$ cat src/source/pc_config_pkg.sv
`default_nettype none

package pc_config_pkg;

  ////////////////////////////////////////////////////////////
  // word and field widths

  localparam int pc_word_w = 32;
  localparam int conf_w = 16;
  localparam int leaf_w = 6;
  localparam int bd_payload_w = 24;
  localparam int id_w = 6;

  // default array sizes, overridden from the top level
  localparam int default_nreg = 64;
  localparam int default_nchan = 2;
  localparam int default_ndeser = 2;

  ////////////////////////////////////////////////////////////
  // input word layouts

  // fpga-bound word
  // [ 1 | reg_or_chan | array_id | unused | data ]
  // same layout for register and channel words
  typedef struct packed {
    logic fpga_or_bd;
    logic reg_or_chan;
    logic [id_w-1:0] array_id;
    logic [7:0] unused;
    logic [conf_w-1:0] data;
  } fpga_word_t;

  // bd-bound word
  // [ 00 | leaf_code | payload ]
  // top bit low marks a bd word
  typedef struct packed {
    logic [1:0] unused;
    logic [leaf_w-1:0] leaf_code;
    logic [bd_payload_w-1:0] payload;
  } bd_word_t;

  // one pc word seen either way
  typedef union packed {
    fpga_word_t fpga;
    bd_word_t bd;
  } pc_word_u;

  ////////////////////////////////////////////////////////////
  // channels

  // input word from the host link, ack runs back separately
  typedef struct packed {
    logic valid;
    logic [pc_word_w-1:0] word;
  } pc_in_t;

  // passthrough toward the bd side
  typedef struct packed {
    logic valid;
    logic [leaf_w-1:0] leaf_code;
    logic [bd_payload_w-1:0] payload;
  } bd_out_t;

  // what an input word is for
  typedef enum logic [1:0] {
    bd_word,
    reg_word,
    chan_word
  } word_kind_e;

endpackage

`default_nettype wire

$ cat src/source/conf_chan_arbiter.sv
`timescale 1ns/10ps
`default_nettype none

module conf_chan_arbiter
  import pc_config_pkg::*;
#(
  parameter int Nchan = default_nchan,
  parameter int Ndeser = default_ndeser,
  localparam int cid_w = (Nchan > 1) ? $clog2(Nchan) : 1,
  localparam int item_w = conf_w * Ndeser,
  localparam type out_item_t = struct packed {
    logic [cid_w-1:0] chan_id;
    logic [item_w-1:0] data;
  }
) (
  input wire logic clk,
  input wire logic reset,
  input wire logic [Nchan-1:0] item_v,
  input wire logic [Nchan-1:0][item_w-1:0] item_d,
  output logic [Nchan-1:0] item_a,
  output logic out_v,
  output out_item_t out_item,
  input wire logic out_ack
);

  // first channel looked at in the next search
  logic [cid_w-1:0] ptr;
  logic [cid_w-1:0] pick;
  logic found;
  logic load;

  // output register free now or freed this cycle
  assign load = !out_v || out_ack;

  ////////////////////////////////////////////////////////////
  // round-robin search

  always_comb begin
    int idx;
    found = 1'b0;
    pick = ptr;
    for (int k = 0; k < Nchan; k++) begin
      // wrap around the channel count
      idx = int'(ptr) + k;
      if (idx >= Nchan) begin
        idx = idx - Nchan;
      end
      if (!found && item_v[idx]) begin
        found = 1'b1;
        pick = cid_w'(idx);
      end
    end
  end

  // grant acks the chosen deserializer right away
  always_comb begin
    item_a = '0;
    if (load && found) begin
      item_a[pick] = 1'b1;
    end
  end

  ////////////////////////////////////////////////////////////
  // output register

  always_ff @(posedge clk or posedge reset) begin
    if (reset) begin
      out_v <= 1'b0;
      ptr <= '0;
    end else if (load) begin
      out_v <= found;
      // move past the served channel
      if (found) begin
        ptr <= (pick == cid_w'(Nchan - 1)) ? '0 : pick + 1'b1;
      end
    end
  end

  // tag the item with its channel
  always_ff @(posedge clk) begin
    if (load && found) begin
      out_item.chan_id <= pick;
      out_item.data <= item_d[pick];
    end
  end

  a_grant_onehot: assert property (@(posedge clk) disable iff (reset) $onehot0(item_a))
    else $error("item_a not one-hot: %b", item_a);

endmodule

`default_nettype wire

$ cat config.mk
export PLATFORM = sky130hd
export DESIGN_NAME = conf_chan_arbiter
export DESIGN_NICKNAME = d
export VERILOG_FILES = /design/src/source/pc_config_pkg.sv /design/src/source/conf_chan_arbiter.sv
export SDC_FILE = /design/constraint.sdc
export NUM_CORES = 1
export LEC_CHECK = 0
export BUFFER_PORTS_ARGS = -buffer_cell sky130_fd_sc_hd__buf_2
export CAP_MARGIN = 0
export CORE_MARGIN = 1
export CORE_UTILIZATION = 33
export CTS_BUF_LIST = sky130_fd_sc_hd__clkbuf_8 sky130_fd_sc_hd__clkbuf_16
export CTS_CLUSTER_DIAMETER = 80
export CTS_CLUSTER_SIZE = 25
export DETAILED_ROUTE_END_ITERATION = 7
export PLACE_DENSITY = 0.65
export SETUP_SLACK_MARGIN = 0.1
export SLEW_MARGIN = 10
export SYNTH_ARGS = -nofsm -noshare
export SYNTH_HDL_FRONTEND = slang
export SYNTH_SLANG_ARGS = --single-unit
$ cat constraint.sdc
create_clock -name clk -period 3.5 [get_ports clk]
set_input_delay 0.7 -clock clk [delete_from_list [all_inputs] [get_ports clk]]
set_output_delay 0.7 -clock clk [all_outputs]
set_load 0.03 [all_outputs]
; ---- After elaboration in Yosys (flattened, before gate mapping)
; Cells that the tools add are included.
[totals]
register_bits = 35
in_bits = 69
out_inout_bits = 36
[op_classes]
add_sub_neg = 4
order_cmp = 6
mux = 18
reduce_logical = 7
[ops]
columns = operator, n
row1 = $mux 32, 4
row2 = $lt 32x3->1 const B, 2
row3 = $mux 1, 12
row4 = $logic_and 1x1->1, 3
row5 = $sub 1x2->3 const B, 1
row6 = $sub 2x2->3 const B, 1
row7 = $add 1x1->2 const B, 1
row8 = $ge 1x2->1 const B, 1
row9 = $ge 2x2->1 const B, 1
row10 = $logic_not 1->1, 2
row11 = $lt 1x2->1 const B, 1
row12 = $mux 2, 1
row13 = $reduce_and 2->1, 1
row14 = $add 1x1->1 const B, 1
row15 = $demux 1 s1, 1
row16 = $ge 1x1->1 const B, 1
row17 = $logic_or 1x1->1, 1

; ---- Depth between registers and ports, before layout
; Gate-level depths: netlist (run 1).
[logic_depth]
ltp_word = 14
depth_mapped = 4
ltp_nobuf = 3

; ---- Least setup slack after synthesis (run 1)
; OpenSTA, ideal clock, no wires.
[synth_path]
path_type = input to register
startpoint = input out_ack
endpoint = register out_item[0] (netlist bit), enable pin
arrival_ns = 2.372
t_required_ns = 3.073
path_slack_ns = 0.701
path_stages = 2
cell_sequence = nand2b_1 -> nor2b_1
[synth_via]
elab_chain_cells = 2
[synth_rtl]
columns = element, line
row1 = from (decl), conf_chan_arbiter.sv:23  ; input wire logic out_ack
row2 = $logic_or 1x1->1, conf_chan_arbiter.sv:33  ; assign load = !out_v || out_ack;
row3 = $logic_and 1x1->1, conf_chan_arbiter.sv:81  ; if (load && found) begin
row4 = to (decl), conf_chan_arbiter.sv:22  ; output out_item_t out_item,
; No other way between the ends.
; A chain may end at the register's enable or synchronous reset.

; ---- Final worst setup path (run 1)
[layout_path]
startpoint = input item_v[1]
endpoint = register out_item[30] (netlist bit) (data pin)
[layout_via]
elab_chain_cells = 9
[layout_rtl]
columns = element, line
row1 = from (decl), conf_chan_arbiter.sv:18  ; input wire logic [Nchan-1:0] item_v,
row2 = $mux 1 (not written as such) (3 in a row), conf_chan_arbiter.sv:48  ; if (!found && item_v[idx]) begin
row3 = $mux 1, conf_chan_arbiter.sv:48
row4 = $logic_not 1->1, conf_chan_arbiter.sv:48
row5 = $logic_and 1x1->1, conf_chan_arbiter.sv:48
row6 = $mux 1 (*), conf_chan_arbiter.sv:48
row7 = $mux 32 (not written as such) (*) (2 in a row), conf_chan_arbiter.sv:83  ; out_item.data <= item_d[pick];
; Every way passes the cells marked *; elsewhere a longest branch is shown, timed or not. The select of a mux whose other input is x is not followed.

==> results.sh, run 1 <==
export IMPL_drt_wl_total_um=3300
export IMPL_cp_arrival_ns=2.23
export IMPL_first_pass_iters=4
export IMPL_comb_power_share=0.278
export IMPL_start_util=0.343
export IMPL_slew_violations=0
export IMPL_total_power_mw=1.12
export IMPL_hold_buffers=0
export IMPL_path_class="primary input to flip-flop"
export IMPL_cp_data_required_time_ns=3.54
export IMPL_diodes=0
export IMPL_synth_xor_area_frac=0
export IMPL_period_needed_ns=2.19
export IMPL_status="finished, final reports clean"
export IMPL_path_clk_slew_ns=0.07
export IMPL_crit_chain="buf_2 > inv_2 > maj3_2 > buf_4 > mux2_4"
export IMPL_area_growth_syn_to_layout_pct=41.4
export IMPL_crit_family="adder cells"
export IMPL_synth_distinct_cells=14
export IMPL_ant_nets=0
export IMPL_grt_max_degree=34
export IMPL_p_int_uw=794
export IMPL_end_kind="flip-flop"
export IMPL_setup_viol=0
export IMPL_grt_ovfl_total=0
export IMPL_max_freq_ghz=0.456
export IMPL_cts_root_buf="clkbuf_8"
export IMPL_worstMarginPinSlew_ns=0.931
export IMPL_grt_setup_unrepaired="no"
export IMPL_pin_count=105
export IMPL_cts_resized=0
export IMPL_relSlewSlack=0.378
export IMPL_swShare=0.288
export IMPL_fillCellCount=443
export IMPL_syn_area_um2=1620
export IMPL_cp_max_fo=22
export IMPL_row_count=25
export IMPL_hold_worst_slack_ns=0.253
export IMPL_ys_seq_area_frac=0.643
export IMPL_grt_pass1_vias=1077
export IMPL_cts_tree="done"
export IMPL_synth_top_family_by_area="multiplexers"
export IMPL_coreArea_um2=4720
export IMPL_synth_seq_cells=35
export IMPL_via_per_inst=4.19
export IMPL_portBuffers=104
export IMPL_synth_simple_area_share=0.0209
export IMPL_cts_buffers=5
export IMPL_dieArea_um2=5190
export IMPL_clock_path_buffers=2
export IMPL_synthMuxAreaShare=0.290
export IMPL_synth_avg_cell_area_um2=19.0
export IMPL_fin_crit_sh=0.626
export IMPL_hold_viol=0
export IMPL_antenna_found_initial=0
export IMPL_drive_gt1_frac=0.754
export IMPL_fp_dieW_um=72.0
export IMPL_postCtsSetupBuffers=0
export IMPL_seqPwrFrac=0.471
export IMPL_cts_sinks=35
export IMPL_clk_latency_ns=0.28
export IMPL_nNetsFinal=263
export IMPL_worst_slack_ns=1.31
export IMPL_drc=0
export IMPL_crit_buf_inv=3
export IMPL_routed_via_count=1097
export IMPL_cp_start_kind="primary input"
export IMPL_slowest_delay_ns=0.64
export IMPL_multi_input_area_um2=537
export IMPL_dpl_cell_count=254
export IMPL_place_area_um2=2200
export IMPL_grt_use_total=0.127
export IMPL_final_cell_area_um2=2290
export IMPL_synth_net_count=154
export IMPL_pre_cts_ws_ns=0.985
export IMPL_cts_htree_levels=2
export IMPL_ff_latch_area_um2=1040
export IMPL_hp_class="primary input to async pin"
export IMPL_leakagePower_nw=1.10
export IMPL_max_cap_violations=0
export IMPL_drtIter0Drc=39
export IMPL_die_h_um=72.0
export IMPL_p_clk_frac=0.251
export IMPL_crit_slowest_cell="maj3_2"
export IMPL_switchingPower_uw=322
export IMPL_detail_route_wl_per_cell_um=12.6
export IMPL_yosys_warnings=0
export IMPL_synth_compound_area_frac=0.00927
export IMPL_syn_instance_count=85
export IMPL_ir_worst_vdd_v=0.000191
export IMPL_power_density_nw_per_um2=487
export IMPL_grt_pass1_wl_um=4800
export IMPL_skew_ns=0.00428
export IMPL_fin_setup_tns_ns=0
export IMPL_final_util=0.485
export IMPL_synthAdderAreaFrac=0.00696
export IMPL_gp_congestion=0.755
export IMPL_instances_no_fill=262
## synthesized netlist by cell type (all sizes together)
| cell type | n | share of area |
|---|---|---|
| inv | 4 | 0.0093 |
| nand2b | 1 | 0.0039 |
| a21oi | 3 | 0.0093 |
| dfrtp | 2 | 0.031 |
| mux2 | 32 | 0.29 |
| nor2 | 1 | 0.0023 |
| and3 | 1 | 0.0039 |
| nor2b | 1 | 0.0039 |
| edfxtp | 33 | 0.61 |
| buf | 3 | 0.021 |
| nand2 | 3 | 0.0070 |
| maj3 | 1 | 0.0070 |
## layout make-up
cell class	instances	area share
sequential	35	0.455
multi-input combinational	43	0.234
timing repair buffer	105	0.231
tap	67	0.0366
clock buffer	5	0.0301
clock inverter	3	0.00710
inverter	4	0.00656
## final timing paths
kind / start / endpoint / slack, ns / cells past startpoint
setup / recovery: item_v[1] / out_item[30]$_DFFE_PP_ / 1.31 / 5
hold / removal: reset / ptr$_DFFE_PP0P_ / 0.25 / 2
setup reg to reg: ptr$_DFFE_PP0P_ / out_item[30]$_DFFE_PP_ / 1.40 / 4
hold reg to reg: out_v$_DFFE_PP0P_ / out_v$_DFFE_PP0P_ / 0.59 / 2
max in group asynchronous: reset / out_v$_DFFE_PP0P_ / 3.14 / 2
min in group clk: out_v$_DFFE_PP0P_ / out_v$_DFFE_PP0P_ / 0.59 / 2
## registers in the layout, summed over array words and instances, names as in the netlist
signal    flops
out_item     33
out_v         1
ptr           1
## worst register-to-register path: stages (launching register included)
cell,delay (ns)
dfrtp_1,0.39
inv_1,0.10
maj3_2,0.66
buf_4,0.38
mux2_4,0.33
## layer usage
layer | part of all wire | vias up | GRT usage
met3 | 0.067 | 5 | 0.0417
li1 | - | 541 | -
met2 | 0.54 | 55 | 0.231
met1 | 0.38 | 496 | 0.123
met4 | 0.016 | 0 | 0.0784
met5 | 0 | - | 0
## cells by family after synthesis
| family | after synthesis |
|---|---|
| DFF | 35 |
| adders and majority gates | 1 |
| AOI/OAI and AO/OA | 3 |
| buffers and inverters | 7 |
| and+or+nand+nor | 7 |
| muxes | 32 |
## power by group through the flow
stage                     clock, mW  sequential (mW)  combinational [mW]
final                         0.280            0.526               0.310
after global placement            0            0.535               0.308
after floorplan                   0            0.619               0.147
after CTS                     0.294            0.527               0.314
after detailed placement          0            0.536               0.313
after global routing          0.310            0.530               0.331
## cells in the final DEF, fill, tap and decap left out
cell type	synthesis	final
buf_4	0	1
inv_2	1	1
buf_2	0	104
nand2_1	3	3
clkinvlp_4	0	1
nand2b_1	1	1
and3_1	1	1
a21oi_1	3	3
nor2_1	1	1
edfxtp_1	33	33
mux2_4	29	29
nor2b_4	0	1
inv_1	3	4
dfrtp_1	2	2
maj3_2	1	1
clkbuf_8	0	5
clkinv_2	0	1
mux2_2	3	3
Power figures use the tool's default switching activity.
==> run 2: changes to the inputs <==
==> constraint.sdc (replaced) <==
create_clock -name clk -period 2.2 [get_ports clk]
set_input_delay 0.44 -clock clk [delete_from_list [all_inputs] [get_ports clk]]
set_output_delay 0.44 -clock clk [all_outputs]
set_load 0.03 [all_outputs]
==> run 2 against run 1 <==
Net effect:
- critical path depth fell by 1
- wire length decreased by 5.5%
- non-clock buffer count up 3
- clock skew hardly changed
- critical endpoint is now item_a[0]
- worst setup slack got worse by 0.78 ns
- clock power up 55%
==> results.sh, run 2 (same netlist as run 1, synthesis figures left out) <==
export IMPL_status="finished, final reports clean"
export IMPL_instances_no_fill=265
export IMPL_end_kind="output port"
export IMPL_hp_class="primary input to flip-flop"
export IMPL_cts_htree_levels=2
export IMPL_gp_congestion=0.624
export IMPL_cp_arrival_ns=1.24
export IMPL_routed_via_count=1120
export IMPL_final_cell_mix="buf_2, edfxtp_1, mux2_4, clkbuf_8"
export IMPL_drtIter0Drc=19
export IMPL_dieArea_um2=5190
export IMPL_hold_worst_slack_ns=0.453
export IMPL_cts_buffers=5
export IMPL_detail_route_wl_per_cell_um=11.8
export IMPL_slew_violations=0
export IMPL_cp_start_kind="flip-flop"
export IMPL_via_per_inst=4.23
export IMPL_start_util=0.343
export IMPL_largest_register_ffs=33
export IMPL_top_regs="out_item: 33 flops, out_v: 1 flops, ptr: 1 flops"
export IMPL_largest_register="out_item"
export IMPL_skew_ns=0.00411
export IMPL_ir_worst_vdd_v=0.000346
export IMPL_hold_path_depth=3
export IMPL_final_common_cell="buf_2"
export IMPL_clk_latency_ns=0.28
export IMPL_grt_pass1_wl_um=4610
export IMPL_clock_path_buffers=2
export IMPL_place_area_um2=2220
export IMPL_leakagePower_nw=1.11
export IMPL_first_pass_iters=4
export IMPL_max_cap_violations=0
export IMPL_path_clk_slew_ns=0.07
export IMPL_nNetsFinal=266
export IMPL_antenna_found_initial=0
export IMPL_timing_rr_start="ptr$_DFFE_PP0P_"
export IMPL_portBuffers=104
export IMPL_final_util=0.490
export IMPL_hp_start="item_v[0]"
export IMPL_dpl_cell_count=256
export IMPL_row_count=25
export IMPL_ant_nets=0
export IMPL_die_h_um=72.0
export IMPL_relSlewSlack=0.712
export IMPL_worstMarginPinSlew_ns=0.432
export IMPL_cp_max_fo=5
export IMPL_cts_sinks=35
export IMPL_max_freq_ghz=0.597
export IMPL_dpl_hpwl_um=2350
export IMPL_fin_crit_sh=0.762
export IMPL_worst_r2r_endpoint="out_item[8]$_DFFE_PP_"
export IMPL_grt_max_degree=34
export IMPL_drt_wl_total_um=3110
export IMPL_period_needed_ns=1.68
export IMPL_hold_viol=0
export IMPL_pin_count=105
export IMPL_rr_worst_depth=4
export IMPL_cts_root_buf="clkbuf_8"
export IMPL_area_growth_syn_to_layout_pct=42.9
export IMPL_grt_pass1_vias=1097
export IMPL_coreArea_um2=4720
export IMPL_cts_tree="done"
export IMPL_drive_gt1_frac=0.747
export IMPL_fp_dieW_um=72.0
export IMPL_grt_ovfl_total=0
export IMPL_diodes=0
export IMPL_path_class="flip-flop to output port"
export IMPL_setup_viol=0
export IMPL_drc=0
export IMPL_ff2ff_setup_slack_ns=0.60
export IMPL_cp_data_required_time_ns=1.76
export IMPL_hold_end="out_v$_DFFE_PP0P_"
export IMPL_fin_setup_tns_ns=0
export IMPL_power_density_nw_per_um2=765
export IMPL_grt_setup_unrepaired="no"
export IMPL_final_cell_area_um2=2310
export IMPL_grt_use_total=0.121
export IMPL_fillCellCount=410
run 2: cell types whose count changed in the layout (fill, tap and decap cells not counted):
cell / before / now
dlygate4sd3_1: 0 / 1
inv_1: 4 / 3
clkinv_1: 0 / 2
clkinv_2: 1 / 0
buf_4: 1 / 3
run 2: repair_timing:
action,in CTS,in global routing
resized for setup,0,0
hold buffers,1,0
buffers inserted,0,0
hold endpoints to repair,2,0
run 2: how the worst max path moves through the flow:
| stage | startpoint | to | slack [ns] | cells after the start |
|---|---|---|---|---|
| 2_1_floorplan | out_v$_DFFE_PP0P_ | out_item[0]$_DFFE_PP_ | 0.21 | 2 |
| 3_3_place_gp | item_v[1] | out_item[8]$_DFFE_PP_ | 0.46 | 5 |
| 3_5_place_dp | item_v[1] | out_item[4]$_DFFE_PP_ | 0.45 | 5 |
| 4_1_cts | out_v$_DFFE_PP0P_ | item_a[0] | 0.51 | 4 |
| 5_1_grt | out_v$_DFFE_PP0P_ | item_a[0] | 0.40 | 4 |
| 6_report | out_v$_DFFE_PP0P_ | item_a[0] | 0.52 | 4 |
run 2: critical path: stages (launching register included):
cell	delay [ns]
dfrtp_1	0.37
nand2b_1	0.16
nand2_1	0.09
a21oi_1	0.12
buf_2	0.21
run 2: final cells by class:
class	count	area, um^2	area share
flip-flops and latches	35	1040	0.450
repair buffers	108	553	0.239
multi-input cells	43	537	0.232
well taps	67	83.8	0.0362
clock buffers	5	68.8	0.0297
clock inverters	3	15.0	0.00649
inverters	4	15.0	0.00649
run 2: through the flow:
step                setup slack, ns  power [mW]
floorplan                     0.212        1.22
global placement              0.455        1.35
detailed placement            0.448        1.35
CTS                           0.512        1.80
global route                  0.396        1.85
finish                        0.525        1.77
run 2: layer usage:
| layer | vias to the layer above | share of wire | GRT usage |
|---|---|---|---|
| met1 | 497 | 0.38 | 0.117 |
| met2 | 72 | 0.48 | 0.205 |
| met3 | 10 | 0.11 | 0.0681 |
| met5 | - | 0 | 0 |
| li1 | 541 | - | - |
| met4 | 0 | 0.031 | 0.0610 |
run 2: power by group:
part | switching, mW | internal [mW] | total, mW
clock network | 0.219 | 0.215 | 0.434
logic | 0.267 | 0.231 | 0.498
registers | 0.0165 | 0.821 | 0.837
total | 0.503 | 1.27 | 1.77
