**src/source/pc_config_pkg.sv**
```systemverilog
`default_nettype none

package pc_config_pkg;

  ////////////////////////////////////////////////////////////
  // word and field widths

  localparam int pc_word_w = 32;
  localparam int conf_w = 16;
  localparam int leaf_w = 6;
  localparam int bd_payload_w = 24;
  localparam int id_w = 6;

  // default array sizes, overridden from the top level
  localparam int default_nreg = 64;
  localparam int default_nchan = 2;
  localparam int default_ndeser = 2;

  ////////////////////////////////////////////////////////////
  // input word layouts

  // fpga-bound word
  // [ 1 | reg_or_chan | array_id | unused | data ]
  // same layout for register and channel words
  typedef struct packed {
    logic fpga_or_bd;
    logic reg_or_chan;
    logic [id_w-1:0] array_id;
    logic [7:0] unused;
    logic [conf_w-1:0] data;
  } fpga_word_t;

  // bd-bound word
  // [ 00 | leaf_code | payload ]
  // top bit low marks a bd word
  typedef struct packed {
    logic [1:0] unused;
    logic [leaf_w-1:0] leaf_code;
    logic [bd_payload_w-1:0] payload;
  } bd_word_t;

  // one pc word seen either way
  typedef union packed {
    fpga_word_t fpga;
    bd_word_t bd;
  } pc_word_u;

  ////////////////////////////////////////////////////////////
  // channels

  // input word from the host link, ack runs back separately
  typedef struct packed {
    logic valid;
    logic [pc_word_w-1:0] word;
  } pc_in_t;

  // passthrough toward the bd side
  typedef struct packed {
    logic valid;
    logic [leaf_w-1:0] leaf_code;
    logic [bd_payload_w-1:0] payload;
  } bd_out_t;

  // what an input word is for
  typedef enum logic [1:0] {
    bd_word,
    reg_word,
    chan_word
  } word_kind_e;

endpackage

`default_nettype wire

```
**src/source/conf_chan_deserializer.sv**
```systemverilog
`timescale 1ns/10ps
`default_nettype none

module conf_chan_deserializer
  import pc_config_pkg::*;
#(
  parameter int Ndeser = default_ndeser
) (
  input wire logic clk,
  input wire logic reset,
  input wire logic piece_v,
  input wire logic [conf_w-1:0] piece_d,
  output logic piece_a,
  output logic item_v,
  output logic [conf_w*Ndeser-1:0] item_d,
  input wire logic item_a
);

  localparam int item_w = conf_w * Ndeser;
  localparam int cnt_w = (Ndeser > 1) ? $clog2(Ndeser) : 1;

  // pieces already in the accumulator
  logic [cnt_w-1:0] cnt;
  logic last_piece;
  logic piece_fire;
  logic [item_w-1:0] acc;
  logic [item_w-1:0] shifted;

  // shift accumulator needs at least two pieces
  if (Ndeser < 2) begin : g_size_check
    $error("conf_chan_deserializer needs Ndeser of at least 2");
  end

  ////////////////////////////////////////////////////////////
  // accumulator

  // new piece enters at the top, first piece ends up lowest
  assign shifted = {piece_d, acc[item_w-1:conf_w]};
  assign last_piece = (cnt == cnt_w'(Ndeser - 1));

  // only the final piece waits for a free output register
  assign piece_a = !(last_piece && item_v);
  assign piece_fire = piece_v && piece_a;

  always_ff @(posedge clk or posedge reset) begin
    if (reset) begin
      cnt <= '0;
    end else if (piece_fire) begin
      cnt <= last_piece ? '0 : cnt + 1'b1;
    end
  end

  // payload only, old contents get shifted out
  always_ff @(posedge clk) begin
    if (piece_fire) begin
      acc <= shifted;
    end
  end

  ////////////////////////////////////////////////////////////
  // output holding register

  // completed word moves over as the last piece arrives
  always_ff @(posedge clk) begin
    if (piece_fire && last_piece) begin
      item_d <= shifted;
    end
  end

  always_ff @(posedge clk or posedge reset) begin
    if (reset) begin
      item_v <= 1'b0;
    end else if (piece_fire && last_piece) begin
      item_v <= 1'b1;
    end else if (item_a) begin
      item_v <= 1'b0;
    end
  end

  // item held until the arbiter takes it
  a_item_hold: assert property (@(posedge clk) disable iff (reset)
    item_v && !item_a |=> item_v && $stable(item_d))
    else $error("item_d changed before ack");

endmodule

`default_nettype wire

```
**config.mk**
```make
export PLATFORM = sky130hd
export DESIGN_NAME = conf_chan_deserializer
export DESIGN_NICKNAME = d
export VERILOG_FILES = /design/src/source/pc_config_pkg.sv /design/src/source/conf_chan_deserializer.sv
export SDC_FILE = /design/constraint.sdc
export NUM_CORES = 1
export LEC_CHECK = 0
export BUFFER_PORTS_ARGS = -buffer_cell sky130_fd_sc_hd__buf_2
export CAP_MARGIN = 20
export CORE_MARGIN = 3
export CORE_UTILIZATION = 43
export DETAILED_ROUTE_END_ITERATION = 10
export PLACE_DENSITY = 0.69
export SLEW_MARGIN = 30
export SYNTH_ARGS = -nofsm -noshare
export SYNTH_HDL_FRONTEND = slang
export SYNTH_SLANG_ARGS = --single-unit
```
**constraint.sdc**
```tcl
create_clock -name clk -period 1.57 [get_ports clk]
set_input_delay 0.157 -clock clk [delete_from_list [all_inputs] [get_ports clk]]
set_output_delay 0.157 -clock clk [all_outputs]
set_load 0.02 [all_outputs]
```
; Word-level counts from Yosys, hierarchy flattened
; Index checks and enable logic that the tools add are counted.
[op_classes]
addsub = 1
mux = 3
n_reduce_logical = 5
[op_table]
columns = op, count
row1 = logical AND 1 bit, 3
row2 = 2-to-1 mux 1 bit, 3
row3 = nonzero test 2 bit, 1
row4 = "adder 1 bit, second input constant", 1
row5 = zero test 1 bit, 1
[totals]
regBits = 66
wordCells = 13

; Logic depth before layout (Yosys ltp)
; Gate-level depths: netlist of the first run.
[depth]
word_depth = 5
depth_mapped = 2
depth_no_buf = 2

; Worst setup path before layout of the first run
; No wires, ideal clock.
[synth_timing]
path_type = flip-flop to flip-flop
from = register item_v
to = register item_d[0] (enable)
setup_ns = 0.387
arrival_time_ns = 1.321
slack_ns = -0.138
path_stages_with_launch = 3
n_path_buf = 0
period_less_slack_ns = 1.708
cell_sequence = dfrtp_1 -> nand3b_1 -> inv_1
[synth_between]
elab_chain_len = 4
[synth_rtl]
columns = item, line
row1 = from (decl), conf_chan_deserializer.sv:14  ; output logic item_v,
row2 = from (signal assigned), conf_chan_deserializer.sv:72  ; item_v <= 1'b0;
row3 = from (signal assigned), conf_chan_deserializer.sv:74  ; item_v <= 1'b1;
row4 = from (signal assigned), conf_chan_deserializer.sv:76  ; item_v <= 1'b0;
row5 = logical AND 1 bit, conf_chan_deserializer.sv:42  ; assign piece_a = !(last_piece && item_v);
row6 = zero test 1 bit, conf_chan_deserializer.sv:42
row7 = logical AND 1 bit, conf_chan_deserializer.sv:43  ; assign piece_fire = piece_v && piece_a;
row8 = logical AND 1 bit, conf_chan_deserializer.sv:65  ; if (piece_fire && last_piece) begin
row9 = to (signal assigned), conf_chan_deserializer.sv:66  ; item_d <= shifted;
row10 = to (decl), conf_chan_deserializer.sv:15  ; output logic [conf_w*Ndeser-1:0] item_d,
; Every way passes these cells.
; A chain may end at the register's enable or synchronous reset.

; Worst setup path after layout of the first run
[layout_timing]
from = register item_v
to = register item_d[5] (enable)
; Same word-level chain as after synthesis.

==> run metrics, run 1 <==
Yosys reg bits 50; Vias/cell 4.243; n_diodes 0; fin crit share 83.15%; MaxCap Viol Count 0; Yosys warning total 0; vias in the first global route 801; fmax 0.7660 GHz; RSZ-0062 raised after global routing no; endpoints failing setup 0; area grow syn2layout 37.63%; Hold Fails Final Rpt 0; Setup WS pre-CTS 0.2726 ns; DR DRC count 0; Syn Inst Count 58; Hold Crit Endpoint cnt; final core occ 62.24%; sequential share of the synthesized area 97.31%; Setup crit start kind flip-flop; # Post-CTS Setup Buffers 0; IO buf count 53; largest net degree at the start of global routing 18; WS Path Type reg2reg; initial antenna violation count 0; Hold Path Stages 2; post-synth top area share 94.04%; Die W 65.71 um; GRT Util Overall 11.69%; cell taking the most area after synthesis edfxtp_1; Synthesized Nets 78; syn_area_per_cell 26.43 um2; Clock Skew 0.006281 ns; TritonCTS sink count 50; Die Y-Extent 65.71 um; PwrDens 1396 nW/um2; routability cong. 0.7103; ratio of cells with drive above 1 in the final layout 46.04%; Mapped Area 1533 um2; Post-Route Setup TNS 0 ns; 1st-pass router iterations 4; CTS Hold Bufs 18; Tightest Pin Transition 0.2103 ns; worst hold path type in2reg; DP HPWL 1.585 mm; Slew Limit Fails 0; PnR worst setup slack 0.2645 ns; crit path launch item_v; first-pass GRT wire length 3.581 mm; Hold WS 0.05706 ns; FF-to-FF End item_d[5]; fillers 252; Clock Tree Root clkbuf_4; number of cells after detailed placement 160; filler-free cell count of the finished design 185; post-CTS sizing 0; fin nets 159; CP Max Fanout 17; CTS max path bufs 2; H-Tree Depth 2; initial core utilization 45.22%; Cell Rows 21; Top Ports 54; dominant cells by area after synthesis edfxtp_1 (94%), dfrtp_1 (3.3%), inv_1 (0.73%), nand3b_1 (0.49%), o21a_1 (0.49%); routed via count 785; CP arrival 1.36 ns; worst-skew pair later-pin latency 0.34 ns; TritonCTS clock tree done; worst vdd ir 723.7 uV; wire per inst 12.54 um; Critical Path End Type flip-flop; Starting DRT DRC Count 28; Netlist cell types 8; hold_sp piece_v; antenna violation net count after detailed routing 0; CTS clk-pin slew, worst paths 0.12 ns; Worst EP required 1.62 ns; outcome finished clean; grt total ovfl 0; Num CTS Buffers 5; Lkg Pwr 0.8238 nW; DIE AREA 4317 um2; worst reg2reg setup slack 0.26 ns; post-route minimum period 1.305 ns; reg2reg start item_v; Worst slew margin 85.98%; core area 3390 um2; worst-case reg-to-reg path depth 3; Final Routed Wirelength 2.320 mm
[per-stage QoR]
step	instance area (um2)	power, mW
global route	2110	3.101
detailed placement	1882	2.456
CTS	2110	2.985
global placement	1882	2.436
floorplan	1536	2.209
finish	2110	2.945
[worst max path at each step]
| stage | endpoint |
|---|---|
| after global routing | item_d[20] |
| after detailed placement | item_d[13] |
| after floorplan | acc[16] |
| final | item_d[5] |
| after global placement | item_d[4] |
| after CTS | item_d[13] |
[final cells by class]
class | instances | area [um2] | share of cell area, %
multi-input combinational | 5 | 30.03 | 1.423
inverter | 3 | 15.01 | 0.7117
sequential | 50 | 1491 | 70.70
timing repair buffer | 74 | 467.9 | 22.18
tap | 46 | 57.56 | 2.728
clock buffer | 5 | 37.54 | 1.779
clock inverter | 2 | 10.01 | 0.4745
[layout by cell type, fill, tap and decap left out, types with 2 or more instances in the layout]
cell type,instances
dlygate4sd3_1,18
buf_4,3
clkbuf_4,5
inv_1,2
buf_2,53
dfrtp_1,2
clkinv_2,2
edfxtp_1,48
[cells in the mapped netlist]
library cell,n
and2_1,1
dfrtp_1,2
edfxtp_1,48
inv_1,3
nand2_1,1
nand3b_1,1
o21a_1,1
o21ai_0,1
[cell families (layout without fill, tap and decap cells)]
| group | after synthesis | count (layout) | synth area share, % |
|---|---|---|---|
| flops | 50 | 50 | 97.31 |
| simple gates | 3 | 3 | 1.143 |
| buf+inv | 3 | 84 | 0.7346 |
| compound gates | 2 | 2 | 0.8162 |
[sequential cells by signal, indices dropped and copies added, names as in the netlist]
signal,flops
item_d,32
cnt,1
acc,16
item_v,1
[critical path: stages (launching register included)]
cell and delay (ns):
dfrtp_1 0.42, nand3b_1 0.25, clkinvlp_4 0.12, buf_4 0.23
[where the power goes]
group | total (mW) | internal (mW) | switching, mW | leakage (nW)
clock network | 0.500 | 0.162 | 0.338 | 0.0308
logic | 0.611 | 0.197 | 0.414 | 0.318
registers | 1.83 | 1.77 | 0.0634 | 0.475
[routing by layer]
metal  GRT usage (%)  up-vias  share of wire, %
met3           5.983        2                11
met5               0        -                 0
met4           3.109        0              0.52
met1           12.56      352                40
met2           20.15       44                48
li1                -      387                 -
No activity file was read; power rests on OpenSTA's default activity.
==> run 2: changes to the inputs <==
--- a/config.mk
+++ b/config.mk
@@ -8,7 +8,7 @@
 export BUFFER_PORTS_ARGS = -buffer_cell sky130_fd_sc_hd__buf_2
 export CAP_MARGIN = 20
 export CORE_MARGIN = 3
-export CORE_UTILIZATION = 43
+export CORE_UTILIZATION = 45
 export DETAILED_ROUTE_END_ITERATION = 10
 export PLACE_DENSITY = 0.69
 export SLEW_MARGIN = 30
==> constraint.sdc (replaced) <==
create_clock -name clk -period 1.35 [get_ports clk]
set_input_delay 0.135 -clock clk [delete_from_list [all_inputs] [get_ports clk]]
set_output_delay 0.135 -clock clk [all_outputs]
set_load 0.02 [all_outputs]
==> run 2 against run 1 <==
Effect of this change: design area is 3.0% higher; via count is 2.5% lower; flip-flop and latch count stayed put; clock power is 61% higher; cell count stayed put; hold slack worse by 0.027 ns; non-clock buffer count is 1 higher; total power is 26% higher; clock-buffer cell count is 1 higher.
==> run metrics, run 2 (synthesis results as in run 1) <==
worst-skew pair later-pin latency 0.34 ns (about the same); CP arrival 1.34 ns (was 1.36 ns); Num CTS Buffers 5 (unchanged); Top reg by flops item_d (unchanged); Die Y-Extent 64.36 um (was 65.71 um); Clock Skew 0.004983 ns (was 0.006281 ns); first-pass GRT wire length 3.505 mm (was 3.581 mm); DIE AREA 4142 um2 (was 4317 um2); post-CTS sizing 0 (unchanged); Tightest Pin Transition 0.1935 ns (was 0.2103 ns); DP Area 1914 um2 (was 1882 um2); antenna violation net count after detailed routing 0 (unchanged); fin nets 160 (was 159); largest net degree at the start of global routing 25 (was 18); max FFs per register 32 (unchanged); initial antenna violation count 0 (unchanged); GRT Util Overall 11.62% (was 11.69%); wire per inst 12.24 um (was 12.54 um); Hold Fails Final Rpt 0 (unchanged); Top Ports 54 (unchanged); most frequent cells in the layout buf_2 (53), edfxtp_1 (48), dlygate4sd3_1 (18) (unchanged); fmax 0.7838 GHz (was 0.7660 GHz); post-route minimum period 1.276 ns (was 1.305 ns); Clock Tree Root clkbuf_4 (unchanged); vias in the first global route 764 (was 801); commonest non-fill, non-tap cell in the layout buf_2 (unchanged); TritonCTS sink count 50 (unchanged); routability cong. 0.6940 (was 0.7103); Worst slew margin 87.06% (was 85.98%); Worst EP required 1.41 ns (was 1.62 ns); Cell Rows 20 (was 21); Starting DRT DRC Count 28 (unchanged); Slew Limit Fails 0 (unchanged); DR DRC count 0 (unchanged); Largest regs item_d: 32 flops, acc: 16 flops (unchanged); area grow syn2layout 41.80% (was 37.63%); grt total ovfl 0 (unchanged); CTS clk-pin slew, worst paths 0.12 ns (about the same); hold_sp piece_v (unchanged); crit path launch item_v (unchanged); ratio of cells with drive above 1 in the final layout 47.52% (was 46.04%); Final Routed Wirelength 2.265 mm (was 2.320 mm); fin crit share 94.50% (was 83.15%); Lkg Pwr 0.8435 nW (was 0.8238 nW); n_diodes 0 (unchanged); Critical Path End Type flip-flop (unchanged); IO buf count 53 (unchanged); worst hold path type in2reg (unchanged); Vias/cell 4.135 (was 4.243); endpoints failing setup 0 (unchanged); Post-Route Setup TNS 0 ns (unchanged); Pwr Total 3.711 mW (was 2.945 mW); MaxCap Viol Count 0 (unchanged); H-Tree Depth 2 (unchanged); 1st-pass router iterations 4 (unchanged); worst vdd ir 960.6 uV (was 723.7 uV); initial core utilization 48.61% (was 45.22%); core area 3153 um2 (was 3390 um2); PwrDens 1707 nW/um2 (was 1396 nW/um2); RSZ-0062 raised after global routing no (unchanged); outcome finished clean (unchanged); CP Max Fanout 24 (was 17); Final Cell Area 2173 um2 (was 2110 um2); routed via count 765 (was 785); Setup crit start kind flip-flop (unchanged); reg2reg start item_v (unchanged); TritonCTS clock tree done (unchanged); CTS max path bufs 2 (unchanged); WS Path Type reg2reg (unchanged); Die W 64.36 um (was 65.71 um)
## run 2: cell count changes in the layout (fill, tap and decap cells not counted)
cell / delta
clkinvlp_4: +1
bufinv_16: +1
buf_12: +2
and2_1: -1
clkbuf_1: +1
clkinv_2: -2
dfrtp_2: +1
dfrtp_1: -1
buf_4: -1
and2_2: +1
## run 2: routing by layer
layer | vias up | wire length (um) | GRT usage, %
li1 | 391 | - | -
met1 | 329 | 962 | 14.49
met2 | 40 | 1065 | 18.30
met3 | 5 | 206 | 3.866
met4 | 0 | 30 | 5.541
met5 | - | 0 | 0
## run 2: worst paths after layout
path | to | slack (ns) | cells past startpoint
worst min register to register | item_d[3] | 0.43 | 0
min in group asynchronous | item_v | 0.17 | 3
worst max-delay path | item_d[14] | 0.07 | 3
max in group asynchronous | item_v | 1.06 | 3
worst max register to register | item_d[14] | 0.07 | 3
worst min-delay path | cnt | 0.03 | 2
## run 2: worst max-delay path, stage by stage, from the launching register on
cell        delay, ns
dfrtp_2          0.44
nand3b_1         0.24
clkinvlp_4       0.14
buf_12           0.17
## run 2: per-stage QoR
stage	hold WS (ns)	std cells	util [%]	setup slack, ns
6_report	0.02992	185	68.93	0.07421
3_3_place_gp	-0.02008	159	60.71	0.1301
3_5_place_dp	-0.01392	159	60.71	0.07909
4_1_cts	0.01456	185	68.93	0.06230
5_1_grt	0.01784	185	68.93	0.02736
2_1_floorplan	-0.1239	58	-	-0.1124
## run 2: power by group
part / switching (mW) / internal, mW / total (mW)
Combinational: 0.496 / 0.280 / 0.776
Clock: 0.415 / 0.391 / 0.806
Sequential: 0.0695 / 2.06 / 2.13
## run 2: cell type report
| cell class | count | area, um2 |
|---|---|---|
| Inverter | 3 | 15.01 |
| Multi-Input combinational cell | 5 | 31.28 |
| Tap cell | 44 | 55.05 |
| Clock buffer | 6 | 41.29 |
| Sequential cell | 50 | 1493 |
| Clock inverter | 2 | 37.54 |
| Timing Repair Buffer | 75 | 500.5 |
| Fill cell | 227 | 979.7 |
## run 2: repair_timing
item / 4_1_cts / 5_1_grt
hold buffers: 18 / 0
endpoints found under the setup margin: 0 / 0
buffers inserted: 0 / 0
endpoints found under the hold margin: 35 / 0
==> run 3: changes to the inputs <==
==> constraint.sdc (replaced) <==
create_clock -name clk -period 1.4 [get_ports clk]
set_input_delay 0.14 -clock clk [delete_from_list [all_inputs] [get_ports clk]]
set_output_delay 0.14 -clock clk [all_outputs]
set_load 0.02 [all_outputs]
==> run 3 against run 2 <==
Effect of this change: total power down 3.9%; combinational power down 6.1%; critical path depth unchanged; core utilization down 0.40 points; sequential power down 4%; highest routed layer unchanged.
==> run metrics, run 3 (synthesis results as in run 1) <==
CP Max Fanout 24 (unchanged); worst-skew pair later-pin latency 0.34 ns (about the same); # Post-CTS Setup Buffers 0 (unchanged); Sw Ratio 26.66% (was 26.41%); initial core utilization 48.61% (unchanged); worst path cell trace nand3b_1, clkinvlp_4, buf_12 (unchanged); clock share of power 22.0% (was 21.7%); TritonCTS clock tree done (unchanged); Reg area 1493 um2 (unchanged); largest net degree at the start of global routing 25 (unchanged); Final Routed Wirelength 2.360 mm (was 2.265 mm); WS Path Type reg2reg (unchanged); first-pass GRT wire length 3.698 mm (was 3.505 mm); Top reg by flops item_d (unchanged); PwrDens 1651 nW/um2 (was 1707 nW/um2); GRT Util Overall 12.49% (was 11.62%); Largest regs item_d: 32 flops, acc: 16 flops (unchanged); IO buf count 53 (unchanged); met3 usage 6.151% (was 3.866%); fillers 225 (was 227); routed via count 793 (was 765); 1st-pass router iterations 4 (unchanged); Critical Path Stages 3 (unchanged); routability cong. 0.6966 (was 0.6940); Setup crit start kind flip-flop (unchanged); vias in the first global route 825 (was 764); area grow syn2layout 40.98% (was 41.80%); Lkg Pwr 0.8394 nW (was 0.8435 nW); Worst EP required 1.47 ns (was 1.41 ns); Int Power 2.616 mW (was 2.731 mW); met1 GRT Util 13.73% (was 14.49%); CTS clk-pin slew, worst paths 0.13 ns (was 0.12 ns); grt total ovfl 0 (unchanged); worst hold path type in2reg (unchanged); most frequent cells in the layout buf_2 (53), edfxtp_1 (48), dlygate4sd3_1 (18) (unchanged); fin nets 160 (unchanged); Worst path max stage delay 0.44 ns (about the same); outcome finished clean (unchanged); DP HPWL 1.571 mm; DR DRC count 0 (unchanged); combinational power share 20.4% (was 20.9%); Hold Path Stages 2 (unchanged); busiest grt layer met2 (unchanged); MaxCap Viol Count 0 (unchanged); power share of the sequential group 57.6% (was 57.4%); DIE AREA 4142 um2 (unchanged); initial antenna violation count 0 (unchanged); ratio of cells with drive above 1 in the final layout 47.52% (unchanged); max FFs per register 32 (unchanged); Pwr Total 3.567 mW (was 3.711 mW); cell family with most CP delay flip-flops (unchanged); Vias/cell 4.286 (was 4.135); wire per inst 12.76 um (was 12.24 um); worst vdd ir 1022 uV (was 960.6 uV); endpoints failing setup 0 (unchanged); Worst slew margin 87.45% (was 87.06%); Critical Path End Type flip-flop (unchanged); Slew Limit Fails 0 (unchanged); Die Y-Extent 64.36 um (unchanged); GR Util met2 21.13% (was 18.30%); core area 3153 um2 (unchanged); CP arrival 1.33 ns (was 1.34 ns); TritonCTS sink count 50 (unchanged); antenna violation net count after detailed routing 0 (unchanged); Hold Fails Final Rpt 0 (unchanged); Top Ports 54 (unchanged); post-route minimum period 1.264 ns (was 1.276 ns); fin crit share 90.29% (was 94.50%); Cell Rows 20 (unchanged); area of the multi-input gates 31.28 um2 (unchanged); CTS max path bufs 2 (unchanged); RSZ-0062 raised after global routing no (unchanged); Tightest Pin Transition 0.1877 ns (was 0.1935 ns); Net Sw Power 0.9511 mW (was 0.9800 mW); H-Tree Depth 2 (unchanged); worst-case reg-to-reg path depth 3 (unchanged); Slowest cell on crit path dfrtp_2 (unchanged); Die W 64.36 um (unchanged); Worst Path Buf+Inv 2 (unchanged); commonest non-fill, non-tap cell in the layout buf_2 (unchanged); Starting DRT DRC Count 10 (was 28); final core occ 68.53% (was 68.93%); fmax 0.7911 GHz (was 0.7838 GHz); n_diodes 0 (unchanged); Clock Tree Root clkbuf_4 (unchanged); Clock Skew 0.005114 ns (was 0.004983 ns); Num CTS Buffers 5 (unchanged)
==> run 3: path summary, 6_finish.rpt <==
path | startpoint | to | slack, ns
max | item_v | item_d[17] | 0.14
min | piece_v | cnt | 0.02
max reg2reg | item_v | item_d[17] | 0.14
min reg2reg | acc[17] | item_d[1] | 0.44
max in group asynchronous | reset | item_v | 1.11
min in group asynchronous | reset | item_v | 0.17
==> run 3: final cells by class <==
type / count / area share (%)
clock buffer: 6 / 1.911
sequential: 50 / 69.08
inverter: 3 / 0.6948
tap: 44 / 2.548
timing repair buffer: 75 / 22.58
clock inverter: 2 / 1.737
multi-input combinational: 5 / 1.448
==> run 3: worst register-to-register path: stages (launching register included) <==
cell and delay (ns):
dfrtp_2 0.44, nand3b_1 0.24, clkinvlp_4 0.14, buf_12 0.17
==> run 3: power by group through the flow <==
stage          registers, mW  clock network, mW  logic [mW]
4_1_cts                 2.06              0.814       0.741
3_5_place_dp            2.09                  0       0.702
6_report                2.05              0.784       0.729
2_1_floorplan           2.32                  0       0.163
5_1_grt                 2.09              0.877       0.785
3_3_place_gp            2.08                  0       0.687
==> run 3: repair_timing <==
action / CTS / global route
gates resized for setup: 0 / 0
hold buffers: 18 / 0
hold endpoints to repair: 35 / 0
==> run 3: layer usage <==
layer	part of all wire [%]	routed length, um
met5	0	0
met2	50	1169
met4	0.51	12
met1	41	960
met3	9.2	217
==> run 3: metrics by stage <==
stage,setup TNS [ns],setup slack (ns),hold WS (ns),cells,cell area [um2]
2_1_floorplan,-1.996,-0.06238,-0.1189,58,1539
3_3_place_gp,0,0.1809,-0.01496,159,1902
3_5_place_dp,0,0.1442,-0.007841,159,1902
4_1_cts,0,0.1298,0.01465,185,2161
5_1_grt,0,0.07106,0.009086,185,2161
6_report,0,0.1359,0.02498,185,2161
